[config.mk]
export PLATFORM = sky130hd
export DESIGN_NAME = conv1x1_top
export DESIGN_NICKNAME = d
export VERILOG_FILES = /design/src/hw/conv1x1_pkg.sv /design/src/hw/conv1x1_lane_if.sv /design/src/hw/conv1x1_drain.sv /design/src/hw/conv1x1_feeder.sv /design/src/hw/conv1x1_mac_lane.sv /design/src/hw/conv1x1_top.sv
export VERILOG_INCLUDE_DIRS = /design/src /design/src/include
export SDC_FILE = /design/constraint.sdc
export NUM_CORES = 1
export LEC_CHECK = 0
export BUFFER_PORTS_ARGS = -buffer_cell sky130_fd_sc_hd__buf_2
export CAP_MARGIN = 20
export CORE_MARGIN = 2
export CORE_UTILIZATION = 59
export DETAILED_ROUTE_END_ITERATION = 10
export GPL_TIMING_DRIVEN = 0
export PLACE_DENSITY = 0.74
export SYNTH_ARGS = -nofsm -noshare
export SYNTH_HDL_FRONTEND = slang
export SYNTH_SLANG_ARGS = --single-unit
[constraint.sdc]
create_clock -name clk -period 6.5 [get_ports clk]
set_input_delay 1.3 -clock clk [delete_from_list [all_inputs] [get_ports clk]]
set_output_delay 1.3 -clock clk [all_outputs]
set_load 0.05 [all_outputs]
[src/include/conv1x1_config.svh]
`ifndef CONV1X1_CONFIG_SVH
`define CONV1X1_CONFIG_SVH

//////////////////////////////
// Layer sizes
//////////////////////////////

// Pixel, weight and output width
`define CONV_DATA_W 8
// Accumulator width, holds CONV_C_IN full products
`define CONV_ACC_W 20
// Input channels per pixel
`define CONV_C_IN 8
// Output channels, one MAC lane each
`define CONV_C_OUT 4

// Requantization right shift
`define CONV_SHIFT 4

`endif

[src/hw/conv1x1_pkg.sv]
`default_nettype none

`include "conv1x1_config.svh"

//////////////////////////////
// Shared types of the 1x1 conv layer
//////////////////////////////

package conv1x1_pkg;

  // Signed pixel, weight or output value
  typedef logic signed [`CONV_DATA_W-1:0] data_t;

  // Signed accumulator value
  typedef logic signed [`CONV_ACC_W-1:0] acc_t;

  // Input channel index, also the weight address inside a lane
  typedef logic [$clog2(`CONV_C_IN)-1:0] cin_idx_t;

endpackage

`default_nettype wire

[src/hw/conv1x1_lane_if.sv]
`timescale 1ns/10ps
`default_nettype none

// One instance per MAC lane
interface conv1x1_lane_if;

  // Broadcast channel value and its position
  conv1x1_pkg::data_t    data;
  logic                  data_valid;
  conv1x1_pkg::cin_idx_t chan;
  logic                  last;

  // Weight write, enabled for one lane only
  conv1x1_pkg::data_t    wt;
  logic                  wt_we;
  conv1x1_pkg::cin_idx_t wt_addr;

  // Lane result
  conv1x1_pkg::acc_t     sum;
  logic                  sum_valid;

  modport feed  (output data, data_valid, chan, last, wt, wt_we, wt_addr);

  modport lane  (input data, data_valid, chan, last, wt, wt_we, wt_addr,
                 output sum, sum_valid);

  modport drain (input sum, sum_valid);

endinterface

`default_nettype wire

[src/hw/conv1x1_drain.sv]
`timescale 1ns/10ps
`default_nettype none

`include "conv1x1_config.svh"

module conv1x1_drain (
  input  logic                clk,
  input  logic                reset,
  conv1x1_lane_if.drain       lanes [`CONV_C_OUT],
  output logic                valid_out,
  output conv1x1_pkg::data_t  pxl_out
);

  localparam int LANE_W   = (`CONV_C_OUT > 1) ? $clog2(`CONV_C_OUT) : 1;
  localparam int DATA_MAX = 2 ** (`CONV_DATA_W - 1) - 1;
  localparam int DATA_MIN = -(2 ** (`CONV_DATA_W - 1));
  localparam logic [LANE_W-1:0] LAST_LANE = LANE_W'(`CONV_C_OUT - 1);

  conv1x1_pkg::acc_t  lane_sum [`CONV_C_OUT];
  conv1x1_pkg::acc_t  bank     [`CONV_C_OUT];
  logic               capture;
  logic               busy;
  logic [LANE_W-1:0]  out_cnt;
  conv1x1_pkg::acc_t  shifted;
  conv1x1_pkg::data_t sat;

  // Gather sums from the lane bundles
  for (genvar g = 0; g < `CONV_C_OUT; g++) begin : g_collect
    assign lane_sum[g] = lanes[g].sum;
  end

  // All lanes pulse together, lane 0 speaks for them
  assign capture = lanes[0].sum_valid;

  //////////////////////////////
  // Holding bank
  //////////////////////////////

  always_ff @(posedge clk) begin
    if (capture) begin
      bank <= lane_sum;
    end
  end

  // Walk the bank once per capture
  always_ff @(posedge clk) begin
    if (reset) begin
      busy      <= 1'b0;
      out_cnt   <= '0;
      valid_out <= 1'b0;
    end else begin
      valid_out <= busy;
      if (capture) begin
        // New pixel may land on the last output of the old one
        busy    <= 1'b1;
        out_cnt <= '0;
      end else if (busy) begin
        if (out_cnt == LAST_LANE) begin
          busy <= 1'b0;
        end else begin
          out_cnt <= out_cnt + 1'b1;
        end
      end
    end
  end

  //////////////////////////////
  // Requantize and saturate
  //////////////////////////////

  always_comb begin
    shifted = bank[out_cnt] >>> `CONV_SHIFT;
    if (shifted > DATA_MAX) begin
      sat = conv1x1_pkg::data_t'(DATA_MAX);
    end else if (shifted < DATA_MIN) begin
      sat = conv1x1_pkg::data_t'(DATA_MIN);
    end else begin
      sat = conv1x1_pkg::data_t'(shifted);
    end
  end

  always_ff @(posedge clk) begin
    if (busy) begin
      pxl_out <= sat;
    end
  end

endmodule

`default_nettype wire

[src/hw/conv1x1_feeder.sv]
`timescale 1ns/10ps
`default_nettype none

`include "conv1x1_config.svh"

module conv1x1_feeder (
  input  logic               clk,
  input  logic               reset,
  input  logic               valid_in,
  input  conv1x1_pkg::data_t pxl_in,
  input  logic               weight_valid,
  input  conv1x1_pkg::data_t weight_in,
  conv1x1_lane_if.feed       lanes [`CONV_C_OUT]
);

  localparam int LANE_W = (`CONV_C_OUT > 1) ? $clog2(`CONV_C_OUT) : 1;
  localparam conv1x1_pkg::cin_idx_t LAST_CHAN = conv1x1_pkg::cin_idx_t'(`CONV_C_IN - 1);
  localparam logic [LANE_W-1:0] LAST_LANE = LANE_W'(`CONV_C_OUT - 1);

  // Pixel side
  conv1x1_pkg::cin_idx_t chan_cnt;
  conv1x1_pkg::data_t    data_r;
  conv1x1_pkg::cin_idx_t chan_r;
  logic                  last_r;
  logic                  data_valid_r;

  // Weight side
  conv1x1_pkg::cin_idx_t  wt_addr_cnt;
  logic [LANE_W-1:0]      wt_lane_cnt;
  conv1x1_pkg::data_t     wt_r;
  conv1x1_pkg::cin_idx_t  wt_addr_r;
  logic [`CONV_C_OUT-1:0] wt_we_r;

  //////////////////////////////
  // Pixel stream
  //////////////////////////////

  // Channel position, wraps once per pixel
  always_ff @(posedge clk) begin
    if (reset) begin
      chan_cnt     <= '0;
      data_valid_r <= 1'b0;
    end else begin
      data_valid_r <= valid_in;
      if (valid_in) begin
        chan_cnt <= (chan_cnt == LAST_CHAN) ? '0 : chan_cnt + 1'b1;
      end
    end
  end

  // Value and tags, only looked at with data_valid
  always_ff @(posedge clk) begin
    if (valid_in) begin
      data_r <= pxl_in;
      chan_r <= chan_cnt;
      last_r <= (chan_cnt == LAST_CHAN);
    end
  end

  //////////////////////////////
  // Weight stream
  //////////////////////////////

  // Output-major walk: address inner, lane outer
  always_ff @(posedge clk) begin
    if (reset) begin
      wt_addr_cnt <= '0;
      wt_lane_cnt <= '0;
      wt_we_r     <= '0;
    end else begin
      wt_we_r <= '0;
      if (weight_valid) begin
        // One-hot enable for the addressed lane
        wt_we_r[wt_lane_cnt] <= 1'b1;
        if (wt_addr_cnt == LAST_CHAN) begin
          wt_addr_cnt <= '0;
          wt_lane_cnt <= (wt_lane_cnt == LAST_LANE) ? '0 : wt_lane_cnt + 1'b1;
        end else begin
          wt_addr_cnt <= wt_addr_cnt + 1'b1;
        end
      end
    end
  end

  always_ff @(posedge clk) begin
    if (weight_valid) begin
      wt_r      <= weight_in;
      wt_addr_r <= wt_addr_cnt;
    end
  end

  // Same value to every lane, own write enable each
  for (genvar g = 0; g < `CONV_C_OUT; g++) begin : g_bcast
    assign lanes[g].data       = data_r;
    assign lanes[g].data_valid = data_valid_r;
    assign lanes[g].chan       = chan_r;
    assign lanes[g].last       = last_r;
    assign lanes[g].wt         = wt_r;
    assign lanes[g].wt_addr    = wt_addr_r;
    assign lanes[g].wt_we      = wt_we_r[g];
  end

endmodule

`default_nettype wire

[src/hw/conv1x1_mac_lane.sv]
`timescale 1ns/10ps
`default_nettype none

`include "conv1x1_config.svh"

module conv1x1_mac_lane (
  input logic          clk,
  input logic          reset,
  conv1x1_lane_if.lane port
);

  // Weights of this output channel
  conv1x1_pkg::data_t weights [`CONV_C_IN];

  logic signed [2*`CONV_DATA_W-1:0] prod;
  conv1x1_pkg::acc_t                prod_ext;
  conv1x1_pkg::acc_t                acc;
  logic                             sum_valid_r;

  //////////////////////////////
  // Weight store
  //////////////////////////////

  // Feeder only enables the lane that owns the weight
  always_ff @(posedge clk) begin
    if (reset) begin
      for (int i = 0; i < `CONV_C_IN; i++) begin
        weights[i] <= '0;
      end
    end else if (port.wt_we) begin
      weights[port.wt_addr] <= port.wt;
    end
  end

  //////////////////////////////
  // Multiply-accumulate
  //////////////////////////////

  // Full-width signed product
  assign prod     = port.data * weights[port.chan];
  // Sign extension up to the accumulator
  assign prod_ext = conv1x1_pkg::acc_t'(prod);

  // Channel 0 starts a new pixel, so load instead of add
  always_ff @(posedge clk) begin
    if (port.data_valid) begin
      if (port.chan == '0) begin
        acc <= prod_ext;
      end else begin
        acc <= acc + prod_ext;
      end
    end
  end

  // One-cycle pulse after the final channel lands
  always_ff @(posedge clk) begin
    if (reset) begin
      sum_valid_r <= 1'b0;
    end else begin
      sum_valid_r <= port.data_valid & port.last;
    end
  end

  assign port.sum       = acc;
  assign port.sum_valid = sum_valid_r;

endmodule

`default_nettype wire

[src/hw/conv1x1_top.sv]
`timescale 1ns/10ps
`default_nettype none

`include "conv1x1_config.svh"

module conv1x1_top (
  input  logic                   clk,
  input  logic                   reset,
  // Pixel stream, CONV_C_IN values per pixel
  input  logic                   valid_in,
  input  logic [`CONV_DATA_W-1:0] pxl_in,
  // Weight stream, output-channel-major
  input  logic                   weight_valid,
  input  logic [`CONV_DATA_W-1:0] weight_in,
  // CONV_C_OUT results per pixel, back to back
  output logic                   valid_out,
  output logic [`CONV_DATA_W-1:0] pxl_out
);

  // One bundle per output channel
  conv1x1_lane_if lane_bus [`CONV_C_OUT] ();

  //////////////////////////////
  // Broadcast and weight routing
  //////////////////////////////

  conv1x1_feeder u_feeder (
    .clk          (clk),
    .reset        (reset),
    .valid_in     (valid_in),
    .pxl_in       (pxl_in),
    .weight_valid (weight_valid),
    .weight_in    (weight_in),
    .lanes        (lane_bus)
  );

  // MAC lanes, one per output channel
  for (genvar g = 0; g < `CONV_C_OUT; g++) begin : g_lane
    conv1x1_mac_lane u_lane (
      .clk   (clk),
      .reset (reset),
      .port  (lane_bus[g])
    );
  end

  //////////////////////////////
  // Result serializer
  //////////////////////////////

  conv1x1_drain u_drain (
    .clk       (clk),
    .reset     (reset),
    .lanes     (lane_bus),
    .valid_out (valid_out),
    .pxl_out   (pxl_out)
  );

endmodule

`default_nettype wire

==> results of run 1 <==
==> how the worst min path moves through the flow <==
stage                                        from               end  slack (ps)  depth (start not counted)
finish              g_lane[1].u_lane.port.sum[19]  u_drain.bank[59]         460                          0
global route        g_lane[1].u_lane.port.sum[19]  u_drain.bank[59]         480                          0
floorplan           g_lane[1].u_lane.port.sum[19]  u_drain.bank[59]         430                          0
global placement    g_lane[1].u_lane.port.sum[19]  u_drain.bank[59]         440                          0
detailed placement  g_lane[0].u_lane.port.sum[12]  u_drain.bank[72]         440                          0
CTS                 g_lane[1].u_lane.port.sum[19]  u_drain.bank[59]         460                          0
==> worst register-to-register path: cells and delay by family, from the launching register on <==
kind / cells / cell delay [ps]
simple gates: 5 / 620
fa+ha+maj: 7 / 2480
xor+xnor: 2 / 440
flops: 1 / 390
compound gates: 8 / 1690
buf+inv: 4 / 410
mux: 2 / 900
==> Yosys cell counts, drive strengths merged, types with 6 or more instances <==
cell	instances	area (µm²)
mux2i	35	350
a21oi	105	529
nand2b	37	231
a31oi	7	43.8
nand3	21	105
buf	23	136
xnor2	84	736
a21o	32	240
mux2	17	191
o21bai	15	113
dfxtp	21	420
nand4	8	50.1
mux4	80	1800
o21ai	77	389
and3	12	75.1
nor2b	145	907
nor2	141	529
or2	40	250
edfxtp	431	12900
inv	350	1310
nor3	26	130
o21a	21	158
nand2	115	432
o211ai	6	45.0
ha	213	2670
a211oi	19	158
fa	224	4480
xor2	48	420
o41ai	6	86.3
and2	291	1820
clkbuf	76	285
==> routing by layer <==
layer,GRT usage,vias to the layer above,part of all wire
li1,-,9918,-
met1,0.360,10900,0.37
met2,0.520,826,0.50
met3,0.0428,267,0.062
met4,0.161,0,0.064
met5,0,-,0
==> registers in the layout, summed over array words and instances, names as in the netlist, named ones only <==
| name | cells |
|---|---|
| u_feeder.wt_addr_cnt | 3 |
| u_drain.valid_out | 1 |
| g_lane.u_lane.weights | 256 |
| u_feeder.wt_we_r | 4 |
| g_lane.u_lane.port.sum_valid | 1 |
| u_feeder.lanes.wt | 8 |
| u_feeder.lanes.data | 8 |
| u_feeder.lanes.chan | 3 |
| u_drain.busy | 1 |
| u_drain.out_cnt | 2 |
| u_feeder.lanes.wt_addr | 3 |
| u_drain.bank | 64 |
| u_feeder.lanes.last | 1 |
| g_lane.u_lane.port.sum | 80 |
| u_feeder.lanes.data_valid | 1 |
| u_feeder.wt_lane_cnt | 2 |
| u_drain.pxl_out | 8 |
| u_feeder.chan_cnt | 3 |
==> timing repair <==
action                     in CTS  in global routing
pin swaps                      75                103
setup buffers                 101                 64
setup endpoints to repair      51                 42
resized for setup             231                147
gates cloned                    2                  1
==> stage by stage <==
step | cell area, µm² | instances | hold slack, ps
floorplan | 32900 | 2782 | 426
global placement | 33900 | 3514 | 442
detailed placement | 33900 | 3517 | 442
CTS | 37900 | 3705 | 460
global route | 39000 | 3763 | 477
finish | 39000 | 3763 | 462
==> final cells by class <==
| class | instances | area [µm²] |
|---|---|---|
| Clock buffer | 64 | 1330 |
| Inverter | 350 | 1310 |
| Sequential cell | 452 | 13400 |
| Multi-Input combinational cell | 1882 | 19300 |
| Fill cell | 3540 | 15700 |
| Tap cell | 704 | 881 |
| Clock inverter | 25 | 435 |
| Timing Repair Buffer | 191 | 1770 |
| Buffer | 95 | 617 |
==> layout by cell type (no fill, tap or decap), types with 30 or more instances in the layout <==
master     Yosys  final
nor2_1       141    132
clkbuf_1      76     80
xor2_1        48     41
a21oi_1      104     69
buf_4          3    112
clkbuf_16      0     49
o21ai_0       74     34
nand2_1      115    107
inv_1        350    335
edfxtp_1     431    431
buf_2         13     32
xnor2_1       84     58
mux4_2        80     80
o21ai_1        2     32
and2_1       291    286
ha_1         213    172
fa_1         224    214
buf_6          3     30
nor2b_1      145    138
or2_2         40     40
ha_4           0     32
a21o_1        32     31
==> logic make-up (layout without fill, tap and decap cells) <==
logic type | after synthesis | count (layout)
fa+ha+maj | 437 | 437
xor+xnor | 132 | 132
flops | 452 | 452
buf+inv | 449 | 725
mux | 132 | 133
simple gates | 858 | 858
compound gates | 322 | 322
==> metrics.md, run 1 <==
| Metric | Value |
|---|---|
| Status | `finished, violations left` |
| Failing checks | `setup timing` |
| Critical R2R Capture | `g_lane[1].u_lane.port.sum[19]` |
| Worst Setup End Kind | `register` |
| Worst EP required | `6840 ps` |
| Worst path arrival time | `approximately 7600 ps` |
| CP max stage cell | `mux4_2` |
| Via count | `around 22,000` |
| Hold Fails Final Rpt | `0` |
| Wire per inst | `about 23 µm` |
| Final Setup Violations | `34` |
| Root Buffer Master | `clkbuf_16` |
| Slew HR | `0.296` |
| Skew final | `roughly 42 ps` |
| Part of the Yosys area used for sequential elements | `0.411` |
| Post-synthesis adder-cell area fraction | `0.220` |
| Layout area overhead | `20.0%` |
| CTS Buf Count | `between 40 and 50` |
| Die span in x | `around 240 µm` |
| DR vias/cell | `a little under 6` |
| Final min period | `~7000 ps` |
| Post-Synth Simple-Gate Area | `0.145` |
| CP bufs+invs | `4` |
| Initial antenna violation count | `1` |
| Number of remaining DRC errors | `0` |
| Die H | `239 µm` |
| Global-route congestion overflow total | `0` |
| Max-slew violations | `0` |
| Largest net degree at the start of global routing | `68` |
| Post-Synth XOR/XNOR Area | `0.0355` |
| Final period util | `1.11` |
| Cell Area, Synth | `around 33,000 µm²` |
| GRT Util Overall | `0.299` |
| Most frequent CP cell | `ha_4` |
| Number of global-route vias before repair | `around 23,000` |
| Final core utilization | `0.713` |
| Iteration-0 DRC count of the detailed router | `between 1,500 and 2,000` |
| CTS tree | `yes` |
| CORE AREA | `54,800 µm²` |
| F_max | `approximately 0.14 GHz` |
| End point of the critical path | `g_lane[1].u_lane.port.sum[19]` |
| Inserted Diodes | `0` |
| R2R Setup Slk | `-710 ps` |
| # IOs | `29` |
| Gpl congestion | `roughly 0.92` |
| Worst-Skew Late Latency | `620 ps` |
| Most used DFF post-synth | `edfxtp_1` |
| FP Rows | `86` |
| Max cap viols | `0` |
| H-tree depth | `2` |
| Port Buffers | `28` |
| HPWL Detailed | `around 60 mm` |
| Crit Path Max Fanout | `8` |
| Synth Register Bits | `452` |
| Synth cell types | `71` |
| Initial core utilization | `0.594` |
| Worst Hold Class | `reg2reg` |
| Cts hold-fix bufs | `0` |
| Asr flop ratio synth | `0` |
| Final worst slack | `-713 ps` |
| Die Area | `between 50,000 and 60,000 µm²` |
| Slew @ Worst Pin | `approximately 1100 ps` |
| Cell count of the worst reg-to-reg path | `28` |
| Sink Count | `about 450` |
| Clk pin slew, worst setup/hold paths | `60 ps` |
| Crit Path Category | `reg2reg` |
| RSZ-0062 raised after global routing | `yes` |
| CTS Buffer Depth | `3` |
| NumNets Final | `3,477` |
| Drt pass-1 iters | `5` |
| Post-DRT Antenna Nets | `0` |
| Post-Syn Nets | `between 3,000 and 4,000` |
| Worst path max stage delay | `around 580 ps` |
| Crit. path cell count | `28` |
| Avg Cell Area, Syn | `about 12 µm²` |
| EDFF count, synth | `approximately 430` |
| TNS Setup | `-13,540 ps` |
| Synth Area in Compound Gates | `0.0637` |
| Layout cell share with drive strength beyond 1 | `0.227` |
| Mux cell area share after synthesis | `0.0721` |
| First-pass GRT wire length | `128 mm` |
| Pre-CTS setup slack | `-1830 ps` |
| Syn Inst Count | `roughly 2,800` |
| Startpoint Class | `register` |
| Top delay family on crit path | `adder cells` |
| Syn. warnings | `0` |
| Routed WL | `about 85 mm` |
| Largest family of logic cells by synthesized area | `adder cells` |
Power of run 1 is left out: the tool's default activity adds up to more than one toggle a clock period on the data nets, which glitch-free logic cannot reach.
==> run 2: changes to the inputs <==
Settings changed: CAP_MARGIN 20 to 25, CORE_UTILIZATION 59 to 65, CTS_CLUSTER_DIAMETER set to 100, PLACE_DENSITY 0.74 to 0.78.
Clock period 6.5 ns to 8.8 ns, I/O delays scaled along.
==> run 2 against run 1 <==
Net effect:
- the run now ends clean
- clock skew decreased by 3.1 ps
- sequential cell count did not move
- worst setup slack gained 1100 ps
- sequential share of layout area is 3.7 points higher
- cell area is 9.7% lower
- critical path depth decreased by 2
- via count is 3.1% lower
- non-clock buffer count fell by 151
- core utilization is 0.43 points higher
- register-to-register slack improved by 1100 ps
- global-route usage grew 1.6 points
- count of clock-buffer cells in the layout is 9 lower
- largest cell class unchanged
==> metrics.md, run 2 (synthesis results as in run 1) <==
| Metric | Value |
|---|---|
| Gpl congestion | `0.934 (+1.9%)` |
| # IOs | `29 (unchanged)` |
| Wire per inst | `21.8 µm (-3.5%)` |
| Via count | `21,300 (-3.1%)` |
| RSZ-0062 raised after global routing | `yes` |
| NumNets Final | `3,325 (-4.4%)` |
| Status | `completed` |
| CTS Buffer Depth | `3 (unchanged)` |
| H-tree depth | `2 (unchanged)` |
| Die H | `228 µm (-4.6%)` |
| Dpl cells | `3,483 (-0.97%)` |
| Port Buffers | `28 (unchanged)` |
| Max-slew violations | `0 (unchanged)` |
| FP Rows | `81 (-5.8%)` |
| Startpoint Class | `register` |
| Crit Path Max Fanout | `10 (+2)` |
| Hold Fails Final Rpt | `0 (unchanged)` |
| CTS tree | `yes` |
| DR vias/cell | `5.96 (+2.1%)` |
| Top Usage Layer GRT | `met2` |
| Global-route congestion overflow total | `0 (unchanged)` |
| Worst hold path startpoint | `g_lane[2].u_lane.port.sum[16]` |
| Clk pin slew, worst setup/hold paths | `70 ps (about the same)` |
| GR Layer Usage met3 | `0.0467 (+0.00382)` |
| Max cap viols | `0 (unchanged)` |
| Worst path arrival time | `8900 ps (+1350 ps)` |
| Layout area overhead | `8.38%` |
| Commonest non-fill, non-tap cells in the layout | `edfxtp_1 (431), inv_1 (350), and2_1 (291)` |
| Slew HR | `0.317 (+0.0219)` |
| GRT Util Overall | `0.315 (+0.0160)` |
| Initial antenna violation count | `1 (unchanged)` |
| Final min period | `8440 ps (+1230 ps)` |
| Routed WL | `77.9 mm (-8.4%)` |
| Die span in x | `228 µm (-4.6%)` |
| F_max | `0.118 GHz (-15%)` |
| Setup bufs post-CTS | `0 (-100%)` |
| Final period util | `0.959 (-0.150)` |
| Die Area | `51,800 µm² (-9.1%)` |
| Largest net degree at the start of global routing | `68 (unchanged)` |
| Iteration-0 DRC count of the detailed router | `1,364 (-12%)` |
| Cts hold-fix bufs | `0 (unchanged)` |
| Skew final | `39.3 ps (-3.14 ps)` |
| CTS Buf Count | `48 (unchanged)` |
| Worst Setup End Kind | `register` |
| Worst-Skew Late Latency | `620 ps (about the same)` |
| Initial core utilization | `0.662 (+0.0679)` |
| Grt met1 use | `0.380 (+0.0197)` |
| Final Setup Violations | `0 (-100%)` |
| Met2 usage | `0.538 (+0.0180)` |
| First-pass GRT wire length | `122 mm (-5.0%)` |
| Reg with most FFs | `g_lane.u_lane.weights` |
| Root Buffer Master | `clkbuf_16` |
| Worst Hold Class | `reg2reg` |
| Crit Path Category | `reg2reg` |
| Post-DRT Antenna Nets | `0 (unchanged)` |
| Layout cell share with drive strength beyond 1 | `0.103 (-0.124)` |
| CORE AREA | `49,200 µm² (-10%)` |
| Most common cell after layout, fill and taps aside | `edfxtp_1` |
| HPWL Detailed | `59.0 mm (-1.4%)` |
| Worst EP required | `9250 ps (+2410 ps)` |
| Drt pass-1 iters | `5 (unchanged)` |
| Final cell count without fillers | `3,571 (-5.1%)` |
| Sink Count | `452 (unchanged)` |
| Number of flip-flops in the largest register | `256 (unchanged)` |
| Slew @ Worst Pin | `995 ps (-61.3 ps)` |
| Fill count | `3,340 (-5.6%)` |
| Number of global-route vias before repair | `22,500 (-1.6%)` |
| Number of remaining DRC errors | `0 (unchanged)` |
| Final hold slack | `458 ps (-3.80 ps)` |
==> run 2: cell count changes in the layout (fill, tap and decap cells not counted), moves of 18 or more <==
cell,delta
a21oi_1,+35
a21oi_2,-28
buf_12,-24
buf_4,-103
buf_6,-27
ha_1,+41
ha_4,-32
mux2i_4,-23
o21ai_0,+40
o21ai_1,-30
xnor2_1,+23
xnor2_2,-18
==> run 2: layer usage <==
metal	up-vias	wire, µm
met4	0	5150
met1	10500	29400
li1	9629	-
met5	-	0
met2	847	38400
met3	266	4960
==> run 2: stage by stage <==
stage                     setup TNS [ps]  area, µm²  setup slack [ps]  utilization
after global routing               -49.0      35200             -49.0        0.717
after global placement              -373      33500              -179        0.681
after floorplan                        0      32500              1630            -
after CTS                              0      35200              14.3        0.716
after detailed placement           -1070      33600              -342        0.683
final                                  0      35200               357        0.717
==> run 2: area by class of cell <==
type	instances	area [µm²]	area share
buffer	98	419	0.0119
multi-input combinational	1881	17500	0.496
sequential	452	13400	0.379
clock buffer	55	1230	0.0348
antenna	1	2.50	0.0000710
clock inverter	33	368	0.0104
timing repair buffer	37	233	0.00660
inverter	350	1310	0.0373
tap	664	831	0.0236
==> run 2: critical path, cell delays in order, from the launching register on <==
cell	delay [ps]
dfxtp_1	310
clkbuf_1	480
buf_2	470
clkbuf_2	470
mux2i_2	620
nor2b_1	170
fa_1	570
inv_1	70
fa_1	530
inv_1	50
fa_1	470
inv_1	50
fa_1	470
inv_1	40
ha_1	300
a21oi_1	210
o21bai_1	120
a2111oi_0	590
nor3_1	150
xor2_1	210
ha_1	400
nand2_1	110
o41ai_1	650
a21oi_1	200
mux2i_1	270
a21oi_1	120
a31oi_1	210
==> run 2: worst paths after layout <==
path                                   end  slack [ps]  cells past startpoint
max          g_lane[0].u_lane.port.sum[19]         360                     26
min                       u_drain.bank[36]         460                      0
min reg2reg               u_drain.bank[36]         460                      0
max reg2reg  g_lane[0].u_lane.port.sum[19]         360                     26
==> run 2: timing repair <==
| item | in CTS | in global routing |
|---|---|---|
| endpoints found under the setup margin | 10 | 13 |
| pin swaps | 0 | 0 |
| gates resized for setup | 2 | 14 |
Power of run 2 is left out for the same reason.
